### src/include/oq_macros.svh
`ifndef OQ_MACROS_SVH
`define OQ_MACROS_SVH

//////////////////////////////
// packet word format
//////////////////////////////

`define OQ_DATA_WIDTH 64
// one keep bit per data byte
`define OQ_KEEP_WIDTH 8

//////////////////////////////
// buffer and calendar sizing
//////////////////////////////

`define OQ_BUF_DEPTH 64
`define OQ_ADDR_WIDTH 6
`define OQ_RANK_WIDTH 10
// rank in the upper bits, start address in the lower bits
`define OQ_PIFO_WIDTH 16
`define OQ_PIFO_DEPTH 16

// largest packet (8 words) plus the reserve word, with some slack
`define OQ_ALMOST_FULL_MARGIN 12

`endif

### src/oq_pkg.sv
`include "oq_macros.svh"

package oq_pkg;

    // word address inside the packet buffer
    typedef logic [`OQ_ADDR_WIDTH-1:0] buf_addr_t;

    // scheduling rank, smaller leaves earlier
    typedef logic [`OQ_RANK_WIDTH-1:0] rank_t;

    //////////////////////////////
    // scheduling word
    //////////////////////////////

    // ports carry it as a raw word
    // the calendar reads rank and start address out of it
    typedef union packed
    {
        logic [`OQ_PIFO_WIDTH-1:0] raw;
        struct packed
        {
            rank_t     rank;
            buf_addr_t addr;
        } fld;
    } pifo_word_t;

endpackage

### src/pifo_calendar.sv
`include "oq_macros.svh"

module pifo_calendar
    import oq_pkg::*;
(
    input  logic       axis_aclk,
    input  logic       axis_resetn,
    input  logic       pkt_done,
    input  buf_addr_t  pkt_sop,
    input  pifo_word_t s_axis_tpifo,
    input  logic       pop_en,
    output pifo_word_t head_entry,
    output logic       empty,
    output logic       m_is_pifo_full
);

    localparam int CNT_W = $clog2(`OQ_PIFO_DEPTH + 1);

    pifo_word_t        entries      [`OQ_PIFO_DEPTH];
    pifo_word_t        shifted      [`OQ_PIFO_DEPTH];
    pifo_word_t        next_entries [`OQ_PIFO_DEPTH];
    pifo_word_t        new_entry;
    logic [CNT_W-1:0]  count;
    logic [CNT_W-1:0]  cnt_popped;
    logic [CNT_W-1:0]  ins_pos;

    assign head_entry     = entries[0];
    assign empty          = (count == '0);
    assign m_is_pifo_full = (count == CNT_W'(`OQ_PIFO_DEPTH));

    // address field of the incoming word is ignored
    always_comb
    begin
        new_entry.fld.rank = s_axis_tpifo.fld.rank;
        new_entry.fld.addr = pkt_sop;
    end

    //////////////////////////////
    // pop first, then insert
    //////////////////////////////

    always_comb
    begin
        for (int i = 0; i < `OQ_PIFO_DEPTH - 1; i++)
        begin
            shifted[i] = pop_en ? entries[i + 1] : entries[i];
        end
        shifted[`OQ_PIFO_DEPTH - 1] = entries[`OQ_PIFO_DEPTH - 1];
        cnt_popped = pop_en ? count - 1'b1 : count;
    end

    // new entry goes behind every rank less or equal, ties keep arrival order
    always_comb
    begin
        ins_pos = '0;
        for (int i = 0; i < `OQ_PIFO_DEPTH; i++)
        begin
            if (i < cnt_popped && shifted[i].fld.rank <= new_entry.fld.rank)
            begin
                ins_pos = ins_pos + 1'b1;
            end
        end
    end

    always_comb
    begin
        next_entries[0] = (pkt_done && ins_pos == '0) ? new_entry : shifted[0];
        for (int i = 1; i < `OQ_PIFO_DEPTH; i++)
        begin
            if (!pkt_done || i < ins_pos)
            begin
                next_entries[i] = shifted[i];
            end
            else if (i == ins_pos)
            begin
                next_entries[i] = new_entry;
            end
            else
            begin
                next_entries[i] = shifted[i - 1];
            end
        end
    end

    always_ff @(posedge axis_aclk)
    begin
        for (int i = 0; i < `OQ_PIFO_DEPTH; i++)
        begin
            entries[i] <= next_entries[i];
        end
    end

    always_ff @(posedge axis_aclk)
    begin
        if (!axis_resetn)
        begin
            count <= '0;
        end
        else
        begin
            count <= cnt_popped + CNT_W'(pkt_done);
        end
    end

endmodule

### config.mk
export PLATFORM = sky130hd
export DESIGN_NAME = pifo_calendar
export DESIGN_NICKNAME = d
export VERILOG_FILES = /design/src/oq_pkg.sv /design/src/pifo_calendar.sv
export VERILOG_INCLUDE_DIRS = /design/src /design/src/include
export SDC_FILE = /design/constraint.sdc
export NUM_CORES = 1
export LEC_CHECK = 0
export ABC_AREA = 1
export BUFFER_PORTS_ARGS = -buffer_cell sky130_fd_sc_hd__buf_2
export CORE_MARGIN = 4
export CORE_UTILIZATION = 45
export DETAILED_ROUTE_END_ITERATION = 6
export PLACE_DENSITY = 0.71
export SYNTH_ARGS = -nofsm -noshare
export SYNTH_HDL_FRONTEND = slang
export SYNTH_SLANG_ARGS = --single-unit
### constraint.sdc
create_clock -name axis_aclk -period 34 [get_ports axis_aclk]
set_input_delay 6.8 -clock axis_aclk [delete_from_list [all_inputs] [get_ports axis_aclk]]
set_output_delay 6.8 -clock axis_aclk [all_outputs]
set_load 0.05 [all_outputs]
==> results.py, run 1 <==
metrics = {
    "run_status": {
        "status": "completed",
    },
    "timing": {
        "finalHoldViolCount": 0,
        "tns_ps": 0,
        "slew_violations": 0,
        "setup_viol": 0,
        "fmax_mhz": 51.0,
        "skew_ps": 7.87,
        "finalCritPeriodShare_pct": 57.7,
        "rsz0062_at_grt": "false",
        "fin_crit_ps": 19610,
        "worst_slew_pin_slew_ps": 1190,
        "max_slew_margin_pct": 20.2,
    },
    "cts": {
        "cts_hold_buf": 0,
        "clk_latency_ps": 580,
        "htree_levels": 1,
        "cts-root-buf": "clkbuf_16",
        "post_cts.repair.setup_buffers": 0,
        "cts_resized": 0,
        "clk_pin_slew_ps": 60,
        "tritoncts.num_buffers": 31,
        "clk_path_buf_depth": 3,
        "cts_tree": "yes",
        "clock-sinks": 261,
    },
    "setup_path": {
        "path_delay_family": "simple AND/OR/NAND/NOR gates",
        "start_kind": "primary input",
        "cpMaxStageDelayCell": "buf_4",
        "crit_top_cell": "nand2_1",
        "crit_buf_inv": 7,
        "critical_path_class": "in -> reg",
        "cpPeakStageDelay_ps": 860,
        "path_max_fanout": 150,
        "critPathRequiredTime_ps": 34470,
        "crit_arrival_ps": 20080,
        "worstSetupEndpointType": "flip-flop",
    },
    "floorplanning": {
        "fp-row-count": 77,
        "core_mm2": 0.0446,
        "die-area_mm2": 0.0490,
        "die_w_um": 221,
        "start_util_pct": 45.9,
        "pin_count": 44,
        "die_h_um": 221,
    },
    "yosys": {
        "syn-num-nets": 3549,
        "yosys_warnings": 0,
        "yosys-top-cells-area": "dfxtp_1, nand2_1, ha_1",
        "ys_top_cells_by_count": "nand2_1, nand3_1, inv_1, o21ai_0, dfxtp_1",
        "synth.most_common_cell": "nand2_1",
        "synthFlopType": "dfxtp_1",
        "netlist.area_leader.share_pct": 24.0,
        "synth_edf_count": 16,
        "postSynthAreaPerCell_um2": 6.12,
        "synthArstFlopShare_pct": 0,
        "synth_seq_area_share_pct": 26.3,
        "netlist_area_mm2": 0.0205,
        "synth_cells": 3344,
        "synth_cell_type_count": 50,
        "synth_top_area_cell": "dfxtp_1",
        "synth_seq_cells": 261,
    },
    "routing": {
        "ant_nets": 0,
        "drtIter0Drc": 2006,
        "num_vias": 20800,
        "drc_errors": 0,
        "drt_wl_total_um": 62900,
        "wl_per_cell_um": 16.2,
        "drtPass1Iterations": 6,
        "viasPerCell": 5.37,
    },
    "placed_design": {
        "dpl.hpwl_um": 43800,
        "gp_congestion": 0.896,
        "portBuffers": 37,
    },
    "global_route": {
        "grt_first_pass_wirelength_um": 102000,
        "grtUsageTotal_pct": 24.8,
        "antenna_found_initial": 0,
        "use_met1_pct": 33.5,
        "gr-total-overflow": 0,
        "use_met3_pct": 4.39,
        "top_usage_layer": "met2",
        "first_global_vias": 19600,
        "grt_max_degree": 151,
        "use_met2_pct": 40.5,
    },
    "cells_and_area": {
        "areaGrowthSynthToFinish_pct": 6.47,
        "fillers": 4622,
        "drive_above_1_share_pct": 6.75,
        "antenna_cells": 0,
        "fin_nets": 3471,
    },
    "min_path": {
        "hold_path_class": "reg -> reg",
    },
    "run": {
        "maxCapViolations": 0,
    },
}
-- through the flow --
| step | setup slack (ps) | std cells | util (%) | hold WS [ps] | instance area [um^2] |
|---|---|---|---|---|---|
| after floorplan | 16550 | 3344 | - | 521 | 20500 |
| after global placement | 14030 | 3825 | 46.7 | 554 | 20800 |
| after detailed placement | 13910 | 3825 | 46.7 | 567 | 20800 |
| after CTS | 14520 | 3882 | 48.9 | 583 | 21800 |
| after global routing | 13190 | 3882 | 48.9 | 622 | 21800 |
| final | 14390 | 3882 | 48.9 | 584 | 21800 |
-- cell usage in the layout (no fill, tap or decap), types with 10 or more instances in the layout --
master	n
edfxtp_1	16
or2_2	27
o21ai_0	331
nand2_1	1263
buf_2	36
mux2i_1	16
nor2_1	76
o21ai_1	29
nand2_2	22
nor2_2	12
ha_1	179
a21oi_1	61
dfxtp_1	245
clkbuf_16	31
buf_4	34
nand3_1	388
clkbuf_1	10
inv_1	331
nand3b_1	27
inv_2	16
clkinv_1	16
nand4_1	35
-- final cells by class --
type                            count  area, um^2  share of cell area (%)
Timing Repair Buffer               71         450                    2.07
Sequential cell                   261        5390                    24.7
Tap cell                          592         741                    3.40
Multi-Input combinational cell   2536       12900                    59.1
Clock buffer                       48         910                    4.17
Clock inverter                      9        48.8                   0.224
Inverter                          365        1380                    6.32
-- worst reg2reg max path, delay by kind of cell, from the launching register on --
family | cells | cell delay [ps]
AO/OA/AOI/OAI | 7 | 1480
adder cells (fa/ha/maj) | 15 | 4130
buffers and inverters | 7 | 420
flip-flops | 1 | 310
AND/OR/NAND/NOR | 40 | 6170
-- kinds of logic (layout without fill, tap and decap cells) --
group / after synthesis / after routing / synth area share, %
AND/OR/NAND/NOR: 1881 / 1881 / 39.3
buffers and inverters: 547 / 493 / 10.9
AO/OA/AOI/OAI: 460 / 460 / 11.8
flip-flops: 261 / 261 / 26.3
adder cells (fa/ha/maj): 179 / 179 / 10.9
multiplexers: 16 / 16 / 0.782
-- metal layers --
metal / vias up / wire, um
met2: 711 / 27700
li1: 10700 / -
met5: - / 0
met1: 9357 / 28200
met4: 0 / 1740
met3: 108 / 5240
-- flip-flops by register name, summed over array words and instances, names as in the netlist --
signal,flops
count,5
entries,256
-- path summary, 6_finish.rpt --
kind,startpoint,to,slack [ps],cells after the start
worst min register to register,entries[1][17]$_DFF_P_,entries[1][17]$_DFF_P_,580,4
worst max-delay path,pop_en,entries[0][9]$_DFF_P_,14390,66
worst max register to register,entries[0][38]$_DFF_P_,entries[0][9]$_DFF_P_,21370,69
worst min-delay path,entries[1][17]$_DFF_P_,entries[1][17]$_DFF_P_,580,4
Power of run 1 is not shown: default switching activity piles up to over one toggle a cycle in this logic, so the estimate is an artifact.
==> run 2, diff against run 1 <==
Settings changed: PLACE_DENSITY 0.71 to 0.74.
Clock period 34 ns to 15.7 ns, I/O delays scaled along.
==> run 2 against run 1 <==
  * Critical path depth increased by 1
  * Worst hold slack got worse by 4.6 ps
  * Clock skew increased by 12 ps
  * Worst setup slack got worse by 13000 ps
  * Clock-buffer cell count increased by 10
  * Core utilization increased by 0.91 points
  * Sequential cell count unchanged
  * Via count increased by 2.7%
  * Die area unchanged
  * Final cell count increased by 0.75%
  * Routed wire length increased by 1.4%
  * Global-route usage increased by 0.32 points
==> results.py, run 2 (synthesized netlist as in run 1, its figures left out) <==
metrics = {
    "floorplanning": {
        "start_util_pct": 45.9,
        "fp-row-count": 77,
        "core_mm2": 0.0446,
        "pin_count": 44,
        "die-area_mm2": 0.0490,
        "die_h_um": 221,
        "die_w_um": 221,
    },
    "placed_design": {
        "dpl.hpwl_um": 45300,
        "placed_area_mm2": 0.0210,
        "gp_congestion": 0.926,
        "portBuffers": 37,
    },
    "cts": {
        "tritoncts.num_buffers": 34,
        "cts_tree": "yes",
        "cts_resized": 0,
        "cts-root-buf": "clkbuf_16",
        "post_cts.repair.setup_buffers": 0,
        "clk_pin_slew_ps": 60,
        "cts_hold_buf": 0,
        "clock-sinks": 261,
        "htree_levels": 2,
        "clk_latency_ps": 550,
        "clk_path_buf_depth": 3,
    },
    "setup_path": {
        "critical_path_class": "in -> reg",
        "crit_start": "pop_en",
        "crit_top_cell": "nand2_1",
        "crit_arrival_ps": 14480,
        "reg2reg_from": "entries[0][30]$_DFF_P_",
        "reg2reg_slack_ps": 4320,
        "path_max_fanout": 88,
        "worstSetupEndpointType": "flip-flop",
        "start_kind": "primary input",
        "critPathRequiredTime_ps": 16120,
        "crit_buf_inv": 8,
        "cpMaxStageDelayCell": "nor2_4",
        "path_delay_family": "simple AND/OR/NAND/NOR gates",
        "cpPeakStageDelay_ps": 540,
    },
    "cells_and_area": {
        "fin_nets": 3499,
        "fin_area_mm2": 0.0222,
        "regMostFlops": "entries",
        "final_common_cell": "nand2_1",
        "antenna_cells": 0,
        "drive_above_1_share_pct": 7.62,
        "areaGrowthSynthToFinish_pct": 8.46,
        "top_regs": "entries: 256 flops, count: 5 flops",
        "largest_reg_flops": 256,
        "final_cell_mix": "nand2_1, nand3_1, o21ai_0, inv_1, dfxtp_1",
        "fin_util_pct": 49.8,
    },
    "timing": {
        "worst_slew_pin_slew_ps": 980,
        "whs_ps": 579,
        "rsz0062_at_grt": "false",
        "finalHoldViolCount": 0,
        "finalCritPeriodShare_pct": 89.6,
        "tns_ps": 0,
        "max_slew_margin_pct": 34.7,
        "slew_violations": 0,
        "fin_crit_ps": 14060,
        "skew_ps": 19.5,
        "fmax_mhz": 71.1,
        "setup_viol": 0,
    },
    "global_route": {
        "grt_first_pass_wirelength_um": 102000,
        "grtUsageTotal_pct": 25.1,
        "antenna_found_initial": 6,
        "first_global_vias": 19800,
        "gr-total-overflow": 0,
        "grt_max_degree": 113,
    },
    "min_path": {
        "min_from": "entries[1][85]$_DFF_P_",
        "hold_path_class": "reg -> reg",
    },
    "routing": {
        "num_vias": 21400,
        "viasPerCell": 5.47,
        "drtIter0Drc": 2220,
        "drt_wl_total_um": 63800,
        "wl_per_cell_um": 16.3,
        "ant_nets": 0,
        "drc_errors": 0,
        "drtPass1Iterations": 6,
    },
    "run": {
        "maxCapViolations": 0,
    },
    "run_status": {
        "status": "completed",
    },
}
[run 2: cell types whose count changed in the layout (fill, tap and decap cells not counted), sizes merged]
cell,delta
buf,+25
inv,-1
bufinv,+1
clkbuf,+10
clkinv,-6
[run 2: cell type report]
class	count	area (um^2)
Sequential cell	261	5390
Tap cell	592	741
Fill cell	4587	22400
Multi-Input combinational cell	2536	12900
Clock inverter	3	43.8
Clock buffer	58	1130
Inverter	365	1380
Timing Repair Buffer	96	638
[run 2: per-stage QoR]
step	instances	setup slack, ps
floorplan	3344	1910
global placement	3850	1440
detailed placement	3850	1280
CTS	3911	1760
global route	3911	688
finish	3911	1640
[run 2: path summary, 6_finish.rpt]
check	endpoint	cells after the start
worst min register to register	entries[1][85]$_DFF_P_	2
worst min-delay path	entries[1][85]$_DFF_P_	2
worst max register to register	entries[0][84]$_DFF_P_	67
worst max-delay path	entries[0][84]$_DFF_P_	67
[run 2: routing by layer]
layer | global-route usage (%) | share of wire [%] | wire length, um
met1 | 32.5 | 42 | 27000
met2 | 40.4 | 43 | 27500
met3 | 6.65 | 10 | 6690
met4 | 9.34 | 4.0 | 2560
met5 | 0 | 0.085 | 54
[run 2: worst reg2reg max path: cells and delay by family, from the launching register on]
| family | cells | cell delay, ps |
|---|---|---|
| buf+inv | 8 | 830 |
| fa+ha+maj | 15 | 4300 |
| flops | 1 | 290 |
| compound gates | 4 | 690 |
| simple gates | 40 | 5160 |
Power of run 2 is left out for the same reason.
