[src/include/oq_macros.svh]
`ifndef OQ_MACROS_SVH
`define OQ_MACROS_SVH

//////////////////////////////
// packet word format
//////////////////////////////

`define OQ_DATA_WIDTH 64
// one keep bit per data byte
`define OQ_KEEP_WIDTH 8

//////////////////////////////
// buffer and calendar sizing
//////////////////////////////

`define OQ_BUF_DEPTH 64
`define OQ_ADDR_WIDTH 6
`define OQ_RANK_WIDTH 10
// rank in the upper bits, start address in the lower bits
`define OQ_PIFO_WIDTH 16
`define OQ_PIFO_DEPTH 16

// largest packet (8 words) plus the reserve word, with some slack
`define OQ_ALMOST_FULL_MARGIN 12

`endif

[src/oq_pkg.sv]
`include "oq_macros.svh"

package oq_pkg;

    // word address inside the packet buffer
    typedef logic [`OQ_ADDR_WIDTH-1:0] buf_addr_t;

    // scheduling rank, smaller leaves earlier
    typedef logic [`OQ_RANK_WIDTH-1:0] rank_t;

    //////////////////////////////
    // scheduling word
    //////////////////////////////

    // ports carry it as a raw word
    // the calendar reads rank and start address out of it
    typedef union packed
    {
        logic [`OQ_PIFO_WIDTH-1:0] raw;
        struct packed
        {
            rank_t     rank;
            buf_addr_t addr;
        } fld;
    } pifo_word_t;

endpackage

[src/dequeue_ctrl.sv]
`include "oq_macros.svh"

module dequeue_ctrl
    import oq_pkg::*;
(
    input  logic                       axis_aclk,
    input  logic                       axis_resetn,
    input  pifo_word_t                 head_entry,
    input  logic                       empty,
    output logic                       pop_en,
    output buf_addr_t                  rd_addr,
    input  logic [`OQ_DATA_WIDTH-1:0]  rd_word,
    input  logic [`OQ_KEEP_WIDTH-1:0]  rd_keep,
    input  logic                       rd_last,
    input  buf_addr_t                  next_addr,
    output logic                       rd_free,
    input  logic                       m_axis_tready,
    output logic                       m_axis_tvalid,
    output logic [`OQ_DATA_WIDTH-1:0]  m_axis_tdata,
    output logic [`OQ_KEEP_WIDTH-1:0]  m_axis_tkeep,
    output logic                       m_axis_tlast,
    output pifo_word_t                 m_axis_tpifo
);

    localparam logic [1:0] ST_IDLE   = 2'd0;
    localparam logic [1:0] ST_FIRST  = 2'd1;
    localparam logic [1:0] ST_STREAM = 2'd2;

    logic [1:0] state;
    buf_addr_t  rd_ptr;
    logic       accept;
    logic       load;

    assign accept  = m_axis_tvalid & m_axis_tready;
    assign rd_free = accept;
    assign pop_en  = (state == ST_IDLE) & !empty;

    // output register is empty in first read, and refills on accept
    // until the last word of the packet sits in it
    assign load = (state == ST_FIRST) ||
                  (state == ST_STREAM && accept && !m_axis_tlast);

    //////////////////////////////
    // read address
    //////////////////////////////

    always_comb
    begin
        if (state == ST_IDLE)
        begin
            rd_addr = head_entry.fld.addr;
        end
        else if (load)
        begin
            // fetch the word behind the one being loaded
            rd_addr = next_addr;
        end
        else
        begin
            rd_addr = rd_ptr;
        end
    end

    always_ff @(posedge axis_aclk)
    begin
        if (!axis_resetn)
        begin
            state         <= ST_IDLE;
            rd_ptr        <= '0;
            m_axis_tvalid <= 1'b0;
        end
        else
        begin
            rd_ptr <= rd_addr;
            case (state)
                ST_IDLE:
                begin
                    if (pop_en)
                    begin
                        state <= ST_FIRST;
                    end
                end
                ST_FIRST:
                begin
                    state <= ST_STREAM;
                end
                default:
                begin
                    if (accept && m_axis_tlast)
                    begin
                        state <= ST_IDLE;
                    end
                end
            endcase
            if (load)
            begin
                m_axis_tvalid <= 1'b1;
            end
            else if (accept)
            begin
                m_axis_tvalid <= 1'b0;
            end
        end
    end

    //////////////////////////////
    // output payload
    //////////////////////////////

    always_ff @(posedge axis_aclk)
    begin
        if (load)
        begin
            m_axis_tdata <= rd_word;
            m_axis_tkeep <= rd_keep;
            m_axis_tlast <= rd_last;
        end
        // popped entry stays with the whole packet
        if (pop_en)
        begin
            m_axis_tpifo <= head_entry;
        end
    end

endmodule

[config.mk]
export PLATFORM = sky130hd
export DESIGN_NAME = dequeue_ctrl
export DESIGN_NICKNAME = d
export VERILOG_FILES = /design/src/oq_pkg.sv /design/src/dequeue_ctrl.sv
export VERILOG_INCLUDE_DIRS = /design/src /design/src/include
export SDC_FILE = /design/constraint.sdc
export NUM_CORES = 1
export LEC_CHECK = 0
export ABC_AREA = 1
export ABC_CLOCK_PERIOD_IN_PS = 2050
export BUFFER_PORTS_ARGS = -buffer_cell sky130_fd_sc_hd__buf_2
export CORE_UTILIZATION = 42
export CTS_BUF_LIST = sky130_fd_sc_hd__clkbuf_8 sky130_fd_sc_hd__clkbuf_16
export DETAILED_ROUTE_END_ITERATION = 6
export GPL_ROUTABILITY_DRIVEN = 0
export PLACE_DENSITY = 0.79
export SETUP_SLACK_MARGIN = 0.1
export SLEW_MARGIN = 20
export SYNTH_ARGS = -nofsm -noshare
export SYNTH_HDL_FRONTEND = slang
export SYNTH_SLANG_ARGS = --single-unit
[constraint.sdc]
create_clock -name axis_aclk -period 2.05 [get_ports axis_aclk]
set_input_delay 0.41 -clock axis_aclk [delete_from_list [all_inputs] [get_ports axis_aclk]]
set_output_delay 0.41 -clock axis_aclk [all_outputs]
set_load 0.02 [all_outputs]
==> impl_metrics.json, run 1 <==
{
  "die_width_um": 88.9,
  "finalClockSkew_ps": 5.85,
  "slowest_delay_ps": 450,
  "start_kind": "flop",
  "wl_met1_mm": 2.56,
  "grt_remaining_overflow": 0,
  "period_share": 0.942,
  "layout_setup_ws_ps": 119,
  "first_pass_iters": 4,
  "core_area_mm2": 0.00729,
  "rsz0062_at_grt": "yes",
  "maxCapViolations": 0,
  "switching_share": 0.265,
  "slowest_stage": "edfxtp_1",
  "hpwl_mm": 5.60,
  "slew_headroom": 0.816,
  "p_sw_mw": 1.09,
  "period_needed_ps": 1930,
  "port-buffer-count": 196,
  "p_leak_nw": 2.04,
  "status": "finished, final reports clean",
  "initial_utilization": 0.435,
  "vias": 2176,
  "area_growth_pct": 46.9,
  "route.met2.wl_mm": 4.25,
  "end_kind": "output pin",
  "ant_nets": 0,
  "drtIter0Drc": 80,
  "ys_ff_latch": 98,
  "p_int_mw": 3.02,
  "synth-warning-count": 0,
  "slew_viol_final": 0,
  "crit_required_ps": 1640,
  "postLayoutCellArea_mm2": 0.00466,
  "setup-violations-final": 0,
  "synth_area_mm2": 0.00317,
  "yosysSeqAreaShare": 0.900,
  "drc": 0,
  "core.rowCount": 31,
  "grt_util_all_layers": 0.181,
  "cts_tree": "yes",
  "place_area_mm2": 0.00431,
  "fmax_mhz": 518,
  "p_seq_frac": 0.576,
  "grt_max_degree": 52,
  "routed.top_layer": "met4",
  "dp_worst_setup_slack_ps": 313,
  "worst_slew_pin_slew_ps": 275,
  "fin_tns_setup_ps": 0,
  "avgSynthCellArea_um2": 18.9,
  "holdCritPathClass": "primary input to flop",
  "finalHoldViolCount": 0,
  "power_frac_clock": 0.270,
  "syn_inst": 168,
  "crit_path_cell_trace": "nor2_4 > nand2_4 > nand2_8 > nand2_2 > nand3_2 > nand2_2 > inv_2 > buf_6",
  "clk_pin_slew_ps": 90,
  "grt_pass1_wl_mm": 10.0,
  "crit_fanout": 8,
  "die_h_um": 88.9,
  "post_drt_wl_per_cell_um": 15.7,
  "pwr_density_cell_mw_per_mm2": 883,
  "io_pins": 197,
  "clk-insertion-delay-late_ps": 350,
  "p_comb_frac": 0.154,
  "wl_met3_um": 646,
  "whs_ps": 227,
  "peakVddDrop_v": 0.000385,
  "crit_path_frequent_cell": "nand2_2",
  "clockBufferDepth": 2,
  "path_buf_inv": 2,
  "root_buffer": "clkbuf_8",
  "first_global_vias": 1968,
  "nNetsFinal": 482,
  "htreeDepth": 3,
  "worstSetupPathType": "flop to output pin",
  "clock-sinks": 98,
  "drive_above_1_share": 0.661,
  "viasPerCell": 4.47,
  "syn-num-nets": 267,
  "drt-total-wl_mm": 7.65,
  "ys_types": 15,
  "worstPathArrival_ps": 1520,
  "crit_family": "simple AND/OR/NAND/NOR gates",
  "antenna_found_initial": 1,
  "numCtsBuffers": 9,
  "die_area_mm2": 0.00790
}
[Yosys cell counts]
cell type,count,area share
a21oi_1,3,0.0047
buf_4,1,0.0024
clkinv_1,1,0.0012
dfxtp_1,9,0.057
edfxtp_1,89,0.84
inv_1,15,0.018
inv_2,2,0.0024
nand2_1,15,0.018
nand2_2,1,0.0020
nand2_4,2,0.0071
nand3_1,13,0.021
nor2_1,14,0.017
nor2_2,1,0.0020
nor2_4,1,0.0036
or2_1,1,0.0020
[path summary, 6_finish.rpt]
| check | start | to | slack (ps) | depth (start not counted) |
|---|---|---|---|---|
| worst max-delay path | m_axis_tlast | rd_addr[4] | 120 | 8 |
| worst min-delay path | rd_word[61] | m_axis_tdata[61] | 230 | 1 |
| worst max register to register | m_axis_tlast | m_axis_tvalid | 360 | 9 |
| worst min register to register | state[1] | state[0] | 510 | 2 |
[state kept, by name (all words and copies together) (netlist names)]
name           flops
m_axis_tdata      64
m_axis_tkeep       8
m_axis_tlast       1
m_axis_tpifo      16
m_axis_tvalid      1
rd_ptr             6
state              2
[power by group through the flow]
stage	sequential (mW)	combinational (mW)	clock (mW)
finish	2.37	0.634	1.11
global route	2.38	0.684	1.22
CTS	2.37	0.571	1.14
detailed placement	2.41	0.557	0
global placement	2.41	0.544	0
floorplan	2.55	0.164	0
[placed cells by master, fill, tap and decap left out, types with 2 or more instances in the layout]
cell        count
a21oi_1         3
buf_2         190
buf_4           8
buf_6           6
clkbuf_8        9
clkinvlp_4      3
dfxtp_1         6
dfxtp_2         3
edfxtp_1       89
inv_1           9
inv_2           8
nand2_1         2
nand2_2        12
nand2_4         3
nand3_1         6
nand3_2         7
nor2_1         14
nor2_4          2
[through the flow]
step	total power, mW	utilization	cells
after detailed placement	2.97	0.591	465
after CTS	4.07	0.620	483
after global placement	2.95	0.591	465
after floorplan	2.72	-	168
final	4.11	0.639	487
after global routing	4.29	0.639	487
[cell families after synthesis]
| group | after synthesis | share of synthesized area |
|---|---|---|
| and+or+nand+nor | 48 | 0.0715 |
| DFF | 98 | 0.900 |
| AOI/OAI and AO/OA | 3 | 0.00474 |
| buffers and inverters | 19 | 0.0237 |
[cell type report]
cell class                 count  area (um^2)
clock inverter                 6         51.3
tap                           99          124
clock buffer                   9          124
timing repair buffer         205         1100
inverter                      18         67.6
antenna                        1         2.50
sequential                    98         2860
fill                         558         2640
multi-input combinational     51          333
[worst reg2reg max path, stage by stage, from the launching register on]
cell and delay [ps]:
edfxtp_1 450, nor2_4 150, nand2_4 100, nand2_8 120, buf_4 120, buf_4 110
buf_4 280, a21oi_1 70, or2_1 210, inv_1 50
[what timing repair did]
item,CTS,global route
hold buffers,0,0
resized for setup,5,39
endpoints found under the setup margin,6,6
buffers inserted,3,3
pin swaps,3,9
[routing by layer]
| metal | global-route usage | vias up |
|---|---|---|
| li1 | - | 1027 |
| met1 | 0.179 | 1027 |
| met2 | 0.327 | 110 |
| met3 | 0.0662 | 12 |
| met4 | 0.0997 | 0 |
| met5 | 0 | - |
Power figures use the tool's default switching activity.
==> inputs of run 2 (changes only) <==
--- a/config.mk
+++ b/config.mk
@@ -9,6 +9,7 @@
 export ABC_AREA = 1
 export ABC_CLOCK_PERIOD_IN_PS = 2050
 export BUFFER_PORTS_ARGS = -buffer_cell sky130_fd_sc_hd__buf_2
+export CORE_MARGIN = 2
 export CORE_UTILIZATION = 42
 export CTS_BUF_LIST = sky130_fd_sc_hd__clkbuf_8 sky130_fd_sc_hd__clkbuf_16
 export DETAILED_ROUTE_END_ITERATION = 6
==> run 2 against run 1 <==
  * Clock skew rose by 6.5 ps
  * Highest routed layer unchanged
  * Cell area decreased by 0.59%
  * Worst hold slack worse by 3.4 ps
  * Setup slack worse by 27 ps
  * Critical path type unchanged
  * Largest cell class unchanged
  * Sequential share of layout area rose by 0.31 points
  * Clock-buffer cell count is the same
  * Combinational power grew 0.8%
==> impl_metrics.json, run 2 (synthesis gave the netlist of run 1 again) <==
{
  "slowest_delay_ps": 420,
  "cp-startpoint": "m_axis_tlast",
  "antenna_found_initial": 1,
  "setup-violations-final": 0,
  "grt_max_degree": 64,
  "peakVddDrop_v": 0.000376,
  "crit_required_ps": 1640,
  "area_growth_pct": 46.1,
  "period_share": 0.955,
  "finalClockSkew_ps": 12.3,
  "cts_tree": "yes",
  "io_pins": 197,
  "worstSetupPathType": "flop to output pin",
  "drtIter0Drc": 100,
  "die_width_um": 90.9,
  "grt_util_all_layers": 0.182,
  "htreeDepth": 3,
  "period_needed_ps": 1960,
  "status": "finished, final reports clean",
  "grt_pass1_wl_mm": 11.1,
  "regToRegStartpoint": "m_axis_tlast",
  "clk-insertion-delay-late_ps": 350,
  "ant_nets": 0,
  "largest_reg_flops": 64,
  "path_buf_inv": 2,
  "fin_tns_setup_ps": 0,
  "crit_fanout": 7,
  "first_global_vias": 2160,
  "slowest_stage": "edfxtp_1",
  "die_h_um": 90.9,
  "worst_slew_pin_slew_ps": 337,
  "slew_headroom": 0.775,
  "slew_viol_final": 0,
  "rsz0062_at_grt": "yes",
  "finalNonFillerCells": 486,
  "root_buffer": "clkbuf_8",
  "reg.largest.list": "m_axis_tdata: 64 flops, m_axis_tpifo: 16 flops, m_axis_tkeep: 8 flops",
  "holdCritPathClass": "primary input to flop",
  "initial_utilization": 0.435,
  "end_kind": "output pin",
  "mostFrequentLayoutCells": "buf_2, edfxtp_1, nor2_1",
  "first_pass_iters": 4,
  "min-delay-start": "head_entry[14]",
  "p_leak_nw": 2.03,
  "start_kind": "flop",
  "core_area_mm2": 0.00729,
  "grt_remaining_overflow": 0,
  "vias": 2185,
  "fmax_mhz": 511,
  "finalHoldViolCount": 0,
  "total_power_mw": 4.15,
  "pwr_density_cell_mw_per_mm2": 896,
  "crit_family": "simple AND/OR/NAND/NOR gates",
  "maxCapViolations": 0,
  "hpwl_mm": 5.79,
  "die_area_mm2": 0.00826,
  "reg2reg_slack_ps": 310,
  "viasPerCell": 4.50,
  "nNetsFinal": 480,
  "drt-total-wl_mm": 7.74,
  "port-buffer-count": 196,
  "clock-sinks": 98,
  "crit_path_cell_trace": "nor2_2 > nand2_4 > nand3_1 > nand3_2 > nand2_2 > inv_2 > buf_6",
  "drc": 0,
  "dp_cells": 464,
  "core.rowCount": 31,
  "post_drt_wl_per_cell_um": 15.9,
  "worstPathArrival_ps": 1550,
  "largest-register": "m_axis_tdata",
  "clockBufferDepth": 2,
  "clk_pin_slew_ps": 100,
  "drive_above_1_share": 0.648,
  "final_common_cell": "buf_2",
  "numCtsBuffers": 9
}
[run 2: changes by cell type in the layout (fill, tap and decap cells not counted), sizes merged]
cell | before | now
buf | 205 | 203
inv | 19 | 21
clkinvlp | 3 | 2
[run 2: routing by layer]
layer / vias to the layer above / routed length, um / global-route usage
met1: 1002 / 2710 / 0.187
met2: 136 / 4070 / 0.318
met5: - / 0 / 0
li1: 1025 / - / -
met3: 22 / 708 / 0.0701
met4: 0 / 254 / 0.0985
[run 2: worst paths after layout]
check | cells past startpoint | end
min | 1 | m_axis_tpifo[14]
min reg2reg | 2 | state[1]
max reg2reg | 5 | m_axis_tdata[25]
max | 7 | rd_addr[3]
[run 2: report_power, final]
group	switching [mW]	total, mW	internal (mW)	leakage (nW)
registers	0.0337	2.37	2.33	0.903
logic	0.400	0.639	0.239	1.04
clock network	0.681	1.14	0.462	0.0877
total	1.11	4.15	3.03	2.03
[run 2: through the flow]
step	util	hold WS (ps)	worst slack, ps	cell area, um^2
global route	0.635	193	-8.28	4630
detailed placement	0.590	498	267	4300
global placement	0.590	489	288	4300
CTS	0.620	200	101	4520
finish	0.635	223	91.9	4630
floorplan	-	478	129	3180
[run 2: area by class of cell]
| class | instances | area (um^2) |
|---|---|---|
| clock inverter | 7 | 58.8 |
| inverter | 18 | 67.6 |
| antenna | 1 | 2.50 |
| timing repair buffer | 203 | 1080 |
| sequential | 98 | 2850 |
| clock buffer | 9 | 124 |
| fill | 571 | 2660 |
| multi-input combinational | 51 | 315 |
| tap | 99 | 124 |
[run 2: repair_timing]
action                                  CTS  global route
hold buffers                              0             0
endpoints found under the setup margin    6             6
gates cloned                              0             0
pin swaps                                 3            11
gates resized for setup                   7            31
setup buffers                             3             2
